--- config.mk ---
export PLATFORM = sky130hd
export DESIGN_NAME = mul_unit_top
export DESIGN_NICKNAME = d
export VERILOG_FILES = /design/src/hw/mul_pkg.sv /design/src/hw/mul_unit_top.sv /design/src/hw/result_format.sv /design/src/hw/result_fifo.sv /design/src/hw/booth_mul_core.sv
export SDC_FILE = /design/constraint.sdc
export NUM_CORES = 2
export LEC_CHECK = 0
export BUFFER_PORTS_ARGS = -buffer_cell sky130_fd_sc_hd__buf_2
export CORE_MARGIN = 2
export CORE_UTILIZATION = 44
export CTS_CLUSTER_SIZE = 10
export DETAILED_ROUTE_END_ITERATION = 6
export PLACE_DENSITY = 0.59
export SYNTH_ARGS = -nofsm -noshare
export SYNTH_HDL_FRONTEND = slang
export SYNTH_SLANG_ARGS = --single-unit
--- constraint.sdc ---
create_clock -name clk -period 11.3 [get_ports clk]
set_clock_uncertainty 0.05 [all_clocks]
set_input_delay 2.26 -clock clk [delete_from_list [all_inputs] [get_ports clk]]
set_output_delay 2.26 -clock clk [all_outputs]
set_load 0.01 [all_outputs]
--- src/hw/mul_pkg.sv ---
package mul_pkg;

	localparam int xlen = 64;
	localparam int booth_w = xlen + 2;	// room for sign/zero extension
	localparam int tag_w = 4;

	typedef enum logic [2:0] {
		op_mul,
		op_mulh,
		op_mulhsu,
		op_mulhu,
		op_mulw
	} mul_op_e;

	// one finished product waiting for writeback
	typedef struct packed {
		logic [2*xlen-1:0] prod;
		mul_op_e op;
		logic [tag_w-1:0] tag;
	} mul_entry_t;

endpackage
--- src/hw/mul_unit_top.sv ---
`timescale 1ns/1ps

module mul_unit_top #(
	parameter int fifo_depth = 4
) (
	input  logic                      clk,
	input  logic                      rst_n,
	input  logic                      req_valid,
	input  mul_pkg::mul_op_e          req_op,
	input  logic [mul_pkg::xlen-1:0]  req_a,
	input  logic [mul_pkg::xlen-1:0]  req_b,
	input  logic [mul_pkg::tag_w-1:0] req_tag,
	input  logic                      wb_stall,
	output logic                      busy,
	output logic                      res_valid,
	output logic [mul_pkg::xlen-1:0]  res_data,
	output logic [mul_pkg::tag_w-1:0] res_tag
);

	logic                push_valid;
	mul_pkg::mul_entry_t push_entry;
	logic                fifo_full;
	logic                fifo_empty;
	mul_pkg::mul_entry_t head_entry;
	logic                pop;

	booth_mul_core u_core (
		.clk        (clk),
		.rst_n      (rst_n),
		.req_valid  (req_valid),
		.req_op     (req_op),
		.req_a      (req_a),
		.req_b      (req_b),
		.req_tag    (req_tag),
		.fifo_full  (fifo_full),
		.busy       (busy),
		.push_valid (push_valid),
		.push_entry (push_entry)
	);

	// finished products wait here while writeback stalls
	result_fifo #(
		.fifo_depth (fifo_depth),
		.payload_t  (mul_pkg::mul_entry_t)
	) u_fifo (
		.clk        (clk),
		.rst_n      (rst_n),
		.push_valid (push_valid),
		.push_entry (push_entry),
		.pop        (pop),
		.head_entry (head_entry),
		.empty      (fifo_empty),
		.full       (fifo_full)
	);

	result_format u_format (
		.clk        (clk),
		.rst_n      (rst_n),
		.wb_stall   (wb_stall),
		.empty      (fifo_empty),
		.head_entry (head_entry),
		.pop        (pop),
		.res_valid  (res_valid),
		.res_data   (res_data),
		.res_tag    (res_tag)
	);

endmodule

--- src/hw/result_format.sv ---
`timescale 1ns/1ps

module result_format (
	input  logic                      clk,
	input  logic                      rst_n,
	input  logic                      wb_stall,
	input  logic                      empty,
	input  mul_pkg::mul_entry_t       head_entry,
	output logic                      pop,
	output logic                      res_valid,
	output logic [mul_pkg::xlen-1:0]  res_data,
	output logic [mul_pkg::tag_w-1:0] res_tag
);

	logic [mul_pkg::xlen-1:0] sel_data;

	assign pop = ~empty & ~wb_stall;

	always_comb begin
		case (head_entry.op)
			mul_pkg::op_mulh,
			mul_pkg::op_mulhsu,
			mul_pkg::op_mulhu: sel_data = head_entry.prod[2*mul_pkg::xlen-1:mul_pkg::xlen];
			mul_pkg::op_mulw:  sel_data = {{32{head_entry.prod[31]}}, head_entry.prod[31:0]};
			default:           sel_data = head_entry.prod[mul_pkg::xlen-1:0];
		endcase
	end

	always_ff @(posedge clk or negedge rst_n) begin
		if (!rst_n)
			res_valid <= 1'b0;
		else
			res_valid <= pop;	// one pulse per popped entry
	end

	always_ff @(posedge clk) begin
		if (pop) begin
			res_data <= sel_data;
			res_tag <= head_entry.tag;
		end
	end

	// a popped head always holds a written entry
	assert property (@(posedge clk) disable iff (!rst_n)
		pop |-> !$isunknown(head_entry));

endmodule

--- src/hw/result_fifo.sv ---
`timescale 1ns/1ps

module result_fifo #(
	parameter int  fifo_depth = 4,
	parameter type payload_t  = logic
) (
	input  logic     clk,
	input  logic     rst_n,
	input  logic     push_valid,
	input  payload_t push_entry,
	input  logic     pop,
	output payload_t head_entry,
	output logic     empty,
	output logic     full
);

	localparam int ptr_w = (fifo_depth > 1) ? $clog2(fifo_depth) : 1;
	localparam int cnt_w = $clog2(fifo_depth + 1);

	payload_t         mem [fifo_depth];
	logic [ptr_w-1:0] wr_ptr;
	logic [ptr_w-1:0] rd_ptr;
	logic [cnt_w-1:0] count;
	logic             do_push;
	logic             do_pop;

	// wrap for depths that are not a power of two
	function automatic logic [ptr_w-1:0] ptr_inc(input logic [ptr_w-1:0] p);
		if (p == ptr_w'(fifo_depth - 1))
			return '0;
		return p + 1'b1;
	endfunction

	assign empty = (count == '0);
	assign full = (count == cnt_w'(fifo_depth));
	assign do_push = push_valid & ~full;
	assign do_pop = pop & ~empty;
	assign head_entry = mem[rd_ptr];

	always_ff @(posedge clk or negedge rst_n) begin
		if (!rst_n) begin
			wr_ptr <= '0;
			rd_ptr <= '0;
			count <= '0;
		end else begin
			if (do_push)
				wr_ptr <= ptr_inc(wr_ptr);
			if (do_pop)
				rd_ptr <= ptr_inc(rd_ptr);
			case ({do_push, do_pop})
				2'b10:   count <= count + 1'b1;
				2'b01:   count <= count - 1'b1;
				default: count <= count;	// none, or both at once
			endcase
		end
	end

	always_ff @(posedge clk) begin
		if (do_push)
			mem[wr_ptr] <= push_entry;
	end

	assert property (@(posedge clk) disable iff (!rst_n)
		push_valid |-> !full);

	assert property (@(posedge clk) disable iff (!rst_n)
		pop |-> !empty);

endmodule

--- src/hw/booth_mul_core.sv ---
`timescale 1ns/1ps

module booth_mul_core (
	input  logic                      clk,
	input  logic                      rst_n,
	input  logic                      req_valid,
	input  mul_pkg::mul_op_e          req_op,
	input  logic [mul_pkg::xlen-1:0]  req_a,
	input  logic [mul_pkg::xlen-1:0]  req_b,
	input  logic [mul_pkg::tag_w-1:0] req_tag,
	input  logic                      fifo_full,
	output logic                      busy,
	output logic                      push_valid,
	output mul_pkg::mul_entry_t       push_entry
);

	localparam int acc_w = 2 * mul_pkg::booth_w;

	logic                         active;
	logic                         accept;
	logic                         a_signed;
	logic                         b_signed;
	logic [mul_pkg::booth_w-1:0]  a_ext;
	logic [mul_pkg::booth_w-1:0]  b_ext;
	logic [acc_w-1:0]             mcand;
	logic [mul_pkg::booth_w-1:0]  mplier;
	logic                         mplier_lsb;
	logic [acc_w-1:0]             acc;
	logic [2:0]                   booth_win;
	logic [acc_w-1:0]             booth_term;
	logic [mul_pkg::booth_w-1:0]  mplier_nxt;
	logic [acc_w-1:0]             acc_nxt;
	logic                         last_step;
	mul_pkg::mul_op_e             op_q;
	logic [mul_pkg::tag_w-1:0]    tag_q;

	// push cycle counts as busy so the fifo slot is settled before next accept
	assign busy = active | push_valid | fifo_full;
	assign accept = req_valid & ~busy;

	// only the high-half ops care about signedness
	assign a_signed = (req_op != mul_pkg::op_mulhu);
	assign b_signed = (req_op != mul_pkg::op_mulhu) && (req_op != mul_pkg::op_mulhsu);

	assign a_ext = {{2{a_signed & req_a[mul_pkg::xlen-1]}}, req_a};
	assign b_ext = {{2{b_signed & req_b[mul_pkg::xlen-1]}}, req_b};

	assign booth_win = {mplier[1:0], mplier_lsb};

	always_comb begin
		case (booth_win)
			3'b001, 3'b010: booth_term = mcand;
			3'b011:         booth_term = mcand << 1;
			3'b100:         booth_term = -(mcand << 1);
			3'b101, 3'b110: booth_term = -mcand;
			default:        booth_term = '0;	// 000 / 111
		endcase
	end

	assign acc_nxt = acc + booth_term;
	assign mplier_nxt = $signed(mplier) >>> 2;

	// remaining windows would all be 000 or 111
	assign last_step = active & (mplier_nxt == {mul_pkg::booth_w{mplier[1]}});

	always_ff @(posedge clk or negedge rst_n) begin
		if (!rst_n) begin
			active <= 1'b0;
			push_valid <= 1'b0;
		end else begin
			push_valid <= last_step;
			if (accept)
				active <= 1'b1;
			else if (last_step)
				active <= 1'b0;
		end
	end

	always_ff @(posedge clk) begin
		if (accept) begin
			mcand <= {{mul_pkg::booth_w{a_ext[mul_pkg::booth_w-1]}}, a_ext};
			mplier <= b_ext;
			mplier_lsb <= 1'b0;	// implicit y[-1]
			acc <= '0;
			op_q <= req_op;
			tag_q <= req_tag;
		end else if (active) begin
			mcand <= mcand << 2;
			mplier <= mplier_nxt;
			mplier_lsb <= mplier[1];
			acc <= acc_nxt;
		end
	end

	always_ff @(posedge clk) begin
		if (last_step) begin
			push_entry.prod <= acc_nxt[2*mul_pkg::xlen-1:0];
			push_entry.op <= op_q;
			push_entry.tag <= tag_q;
		end
	end

	// an in-flight product always has a free fifo slot waiting
	assert property (@(posedge clk) disable iff (!rst_n)
		active |-> !fifo_full);

	// space was reserved at acceptance
	assert property (@(posedge clk) disable iff (!rst_n)
		push_valid |-> !fifo_full);

endmodule

* Yosys cells after proc, flatten, opt, wreduce, memory -nomap -nowiden
Memories as Yosys holds them, arrays and structs flattened.
Cells that the tools add are included.
** Cells by class
- Reduce and logical (&&, ||, !) cells :: 8
- Shift-type cells :: 0
- Add/sub/neg operators :: 7
- Equality and inequality tests :: 18
- Multiplexer cells :: 19
- Order comparisons :: 0
- Div/mod/pow operators :: 0
- $mul :: 0
- Bitwise operators :: 13
** Operators by type and width (number)
- $pmux W132 S4 :: 1
- $mux W132 :: 2
- $neg A132 Y132 :: 2
- $add A132 B132 Y132 :: 1
- $pmux W64 S2 :: 1
- $eq A66 B66 Y1 :: 1
- $mux W66 :: 1
- $mux W65 :: 1
- $eq A3 B3 Y1 const B :: 5
- $eq A3 B2 Y1 const B :: 4
- $mux W1 :: 8
- $mux W2 :: 4
- $and A1 B1 Y1 :: 7
- $eq A2 B2 Y1 const B :: 3
- $eq A3 B1 Y1 const B :: 2
- $ne A3 B2 Y1 const B :: 2
- $pmux W3 S2 :: 1
- $reduce_bool A2 Y1 :: 3
- $add A2 B1 Y2 const B :: 2
- $not A1 Y1 :: 4
- $reduce_or A2 Y1 :: 2
- $add A3 B1 Y3 const B :: 1
- $logic_not A3 Y1 :: 1
- $reduce_or A3 Y1 :: 1
- 4 further kinds :: 5
** Storage, ports and cells
- Bits of input ports :: 139
- Register bits after elaboration :: 551
- Latch bits :: 0
- Word-level logic and storage cells :: 84
- RAM bits :: 540
- Bits in read-only memories :: 0
- Memories kept :: 1
- Output and inout bits :: 70
** Memory list
- u_fifo.mem :: words 4, width 135, rd ports 1, clocked after Yosys merged registers in 0, wr ports 1, RTL line result_fifo.sv:20 : payload_t mem [fifo_depth];

* Depth between registers and ports, before layout
- Depth after elaboration :: 6
- Gate-level depth with buffers :: 28
- Mapped depth without buffers :: 25

* Cells and area by module
Synthesis repeated with hierarchy kept, for this count alone.
** Second synthesis, totals
- Cell total of the unflattened synthesis :: 4798
- Area total of the unflattened synthesis :: 55504.5 um^2
** By module, submodules not included
- booth_mul_core :: area each 31991.9 um^2, instances 1, cells each 3836, seq. area each 12722.2 um^2
- result_fifo :: area each 19911.6 um^2, instances 1, cells each 745, seq. area each 16390.7 um^2
- result_format :: area each 3601.0 um^2, instances 1, cells each 217, seq. area each 2067.0 um^2

* Worst setup path before layout
OpenSTA, ideal clock, no wires.
- Path type :: input-to-reg
- Start point :: in req_valid
- End point :: reg u_core.mcand[0] (enable)
- Buffers on the path :: 2
- Arrival :: 6716 ps
- Setup slack :: 3990 ps
- Data required time :: 10706 ps
- Stages on the path :: 6
- Library setup time :: 544 ps
- Cell sequence :: nand2_1 clkinv_1 nor2_1 clkbuf_1 buf_1 inv_1
** Between the ends
- Cells in the longest elaborated chain, start to end :: 2
** Ends and longest elaborated chain
- from (decl) :: RTL line mul_unit_top.sv:8 : input logic req_valid,
- $and A1 B1 Y1 :: RTL line booth_mul_core.sv:39 : assign accept = req_valid & ~busy;
- $reduce_bool A2 Y1 (no line)
- to (signal assigned) :: RTL line booth_mul_core.sv:81 : mcand <= {{mul_pkg::booth_w{a_ext[mul_pkg::booth_w-1]}}, a_ext};
- to (signal assigned) :: RTL line booth_mul_core.sv:88 : mcand <= mcand << 2;
- to (decl) :: RTL line booth_mul_core.sv:25 : logic [acc_w-1:0] mcand;
Every way passes these cells.
A chain may end at the register's enable or synchronous reset.

* Final worst setup path
- Start point :: reg u_core.mcand[1]
- End point :: reg u_core.push_entry[130] (netlist name)
** Between the ends
- Cells in the longest elaborated chain, start to end :: 3
- Elaborated cells on any way between the ends :: 4
- Those cells by class :: add/sub: 3; mux: 1
** Ends and longest elaborated chain
- $neg A132 Y132 (on tied branches) :: RTL line booth_mul_core.sv:55, booth_mul_core.sv:54
- $pmux W132 S4 * :: RTL line booth_mul_core.sv:51 : case (booth_win)
- $add A132 B132 Y132 * :: RTL line booth_mul_core.sv:60 : assign acc_nxt = acc + booth_term;
- named net u_core.acc_nxt[123] :: RTL line booth_mul_core.sv:32 : logic [acc_w-1:0] acc_nxt;
The timed path passes the listed nets; every way through them passes the cells marked *.

==> impl_metrics.tcl <==
set metrics [dict create \
    maxCapViolations 0 \
    cts_made_buffers 133 \
    syn_nets 5040 \
    min_path_type "reg2reg" \
    synthAdderAreaFrac 0.0311 \
    timing.final.crit_share 0.745 \
    cp-end-kind "flop" \
    worstPathRequired_ns 11.73 \
    clock_sinks 1083 \
    htree_levels 4 \
    status "complete, no violations" \
    synth_area_sq_um 55200 \
    holdBufCountCts 0 \
    synthFlopType "edfxtp_1" \
    drt_iter0_drc 3876 \
    start_util 0.445 \
    num_vias 39600 \
    async_reset_ff_frac 0.00923 \
    antenna_found_initial 9 \
    crit_path_start_kind "flop" \
    area.growth.synth_to_final_pct 11.5 \
    wire_per_inst_um 25.0 \
    fin_tns_setup_ns 0 \
    worst_pin_slew_ns 1.25 \
    drive_gt1_frac 0.134 \
    final_antenna_net_count 0 \
    core_sq_um 124000 \
    dieArea_sq_um 128000 \
    clkLatencyLatePin_ns 0.78 \
    synth_compound_gate_area_share 0.137 \
    fmax_ghz 0.119 \
    grt.total_usage 0.254 \
    muxShareOfSynthArea 0.0713 \
    seq_area_sq_um 31200 \
    ys_types 83 \
    cts_max_path_buffers 3 \
    worst_ep_arrival_time_ns 8.86 \
    syn_inst 4765 \
    io_buffer_count 208 \
    vias_per_cell 6.05 \
    fp.dieW_um 358 \
    ys_seq_area_frac 0.565 \
    final_util 0.496 \
    post-cts-setup-buffers 0 \
    grt_pass1_wl_um 244000 \
    rsz0062_at_grt "false" \
    ys_ff_latch 1083 \
    gp_congestion 0.984 \
    hpwl_um 115000 \
    crit_type "reg2reg" \
    cts_root_buf "clkbuf_16" \
    setup_viol 0 \
    avgSynthCellArea_sq_um 11.6 \
    num_io_pins 209 \
    drv_slew 0 \
    grt_start_max_net_pins 110 \
    cts_resized 0 \
    clk_pin_slew_ns 0.05 \
    synth_edf_count 944 \
    nNetsFinal 5101 \
    multi_input_area_sq_um 22600 \
    synth_top_family_by_area "compound AO/OA/AOI/OAI gates" \
    floorplan.die.height_um 358 \
    cts_tree "done" \
    hold_viol_final 0 \
    worstPathMaxFanout 9 \
    fillCellCount 11000 \
    finalCriticalPeriod_ns 8.42 \
    yosys_warnings 0 \
    synthSimpleGateAreaFrac 0.120 \
    routed_wirelength_um 164000 \
    firstDrtPassIters 6 \
    grt_pass1_vias 37500 \
    overflow 0 \
    synthXorXnorAreaFrac 0.0478 \
    drc 0 \
    max-slew-margin-rel 0.155 \
    rows 129 \
]
[layout by cell type (no fill, tap or decap), types with 60 or more instances in the layout]
cell type and n:
nand4_1 77, xnor2_1 157, a21o_1 114, or3_1 60, inv_1 61, mux4_2 133, ha_1 134, xor2_1 144
clkbuf_16 136, edfxtp_1 944, a21oi_1 259, buf_2 208, o21ai_0 289, nor3_1 72, nand2_1 773, dfxtp_1 128
a22o_1 109, nor2_1 239
[final cells by class]
type | count | area share
inverter | 65 | 0.00413
antenna | 4 | 0.000163
timing repair buffer | 258 | 0.0232
multi-input combinational | 3285 | 0.367
tap | 1637 | 0.0333
clock buffer | 185 | 0.0585
clock inverter | 31 | 0.00669
sequential | 1083 | 0.507
[worst max-delay path: stages, from the launching register on]
cell and delay, ns:
edfxtp_1 0.45, inv_1 0.11, ha_1 0.22, or4b_1 0.59
or3_1 0.51, or3_1 0.57, or2_2 0.45, nor4_1 0.57
nand2b_1 0.25, o21ai_0 0.36, xnor2_1 0.20, a221oi_1 0.12
a31oi_1 0.52, ha_1 0.35, nand2_1 0.18, nor2_1 0.23
nand4_1 0.12, or2_2 0.34, nor3_1 0.20, nand3_1 0.14
a311oi_1 0.85, o21ai_0 0.37, a31oi_1 0.28, xor2_1 0.08
[final timing paths]
path                                               start                                to  slack [ns]  cells after the start
hold / removal                 u_core.tag_q[2]$_DFFE_PP_    u_core.push_entry[2]$_DFFE_PP_        0.37                      0
min in group asynchronous                          rst_n       u_fifo.count[1]$_DFFE_PN0P_        1.31                      1
setup reg to reg           u_core.mcand[1]$_SDFFCE_PN0P_  u_core.push_entry[130]$_DFFE_PP_        2.88                     23
setup / recovery           u_core.mcand[1]$_SDFFCE_PN0P_  u_core.push_entry[130]$_DFFE_PP_        2.88                     23
hold reg to reg                u_core.tag_q[2]$_DFFE_PP_    u_core.push_entry[2]$_DFFE_PP_        0.37                      0
max in group asynchronous                          rst_n      u_fifo.rd_ptr[1]$_DFFE_PN0P_        9.67                      1
[cells in the mapped netlist, types with 109 or more instances]
cell / number / area [sq um]
clkbuf_1: 288 / 1080
a22o_1: 109 / 955
nand2_1: 775 / 2910
xor2_1: 144 / 1260
o21ai_0: 289 / 1450
dfxtp_1: 129 / 2580
edfxtp_1: 944 / 28300
a21o_1: 114 / 856
nor2_1: 246 / 923
ha_1: 134 / 1680
xnor2_1: 157 / 1380
a21oi_1: 260 / 1300
mux4_2: 133 / 3000
[sequential cells by signal, summed over array words and instances (netlist names), 2 cells and up]
register,flops
u_fifo.mem,540
u_core.push_entry,135
u_core.acc,128
u_core.mcand,128
u_core.mplier,66
u_format.res_data,64
u_core.tag_q,4
u_format.res_tag,4
u_core.op_q,3
u_fifo.count,3
u_fifo.rd_ptr,2
u_fifo.wr_ptr,2
[stage by stage]
| step | setup WS (ns) | cell area (sq um) | hold WS, ns | instances |
|---|---|---|---|---|
| global placement | 3.20 | 57500 | 0.353 | 6328 |
| detailed placement | 3.19 | 57500 | 0.355 | 6328 |
| CTS | 3.11 | 61500 | 0.364 | 6544 |
| finish | 2.88 | 61500 | 0.368 | 6548 |
| floorplan | 3.99 | 55200 | 0.350 | 4765 |
| global route | 2.67 | 61500 | 0.376 | 6544 |
[metal layers]
metal,share of wire,up-vias,routed length (um),global-route usage
li1,-,18100,-,-
met1,0.46,19700,75600,0.382
met5,0.00020,-,32,0
met3,0.070,246,11500,0.0378
met2,0.44,1562,72700,0.383
met4,0.024,4,3880,0.0703
[cells by family after synthesis]
family | after synthesis
simple gates | 1466
compound gates | 1160
flops | 1083
buf+inv | 397
xor+xnor | 301
mux | 222
fa+ha+maj | 136
Power is not shown: default switching activity piles up to over one toggle a cycle in this logic, so the estimate is an artifact.
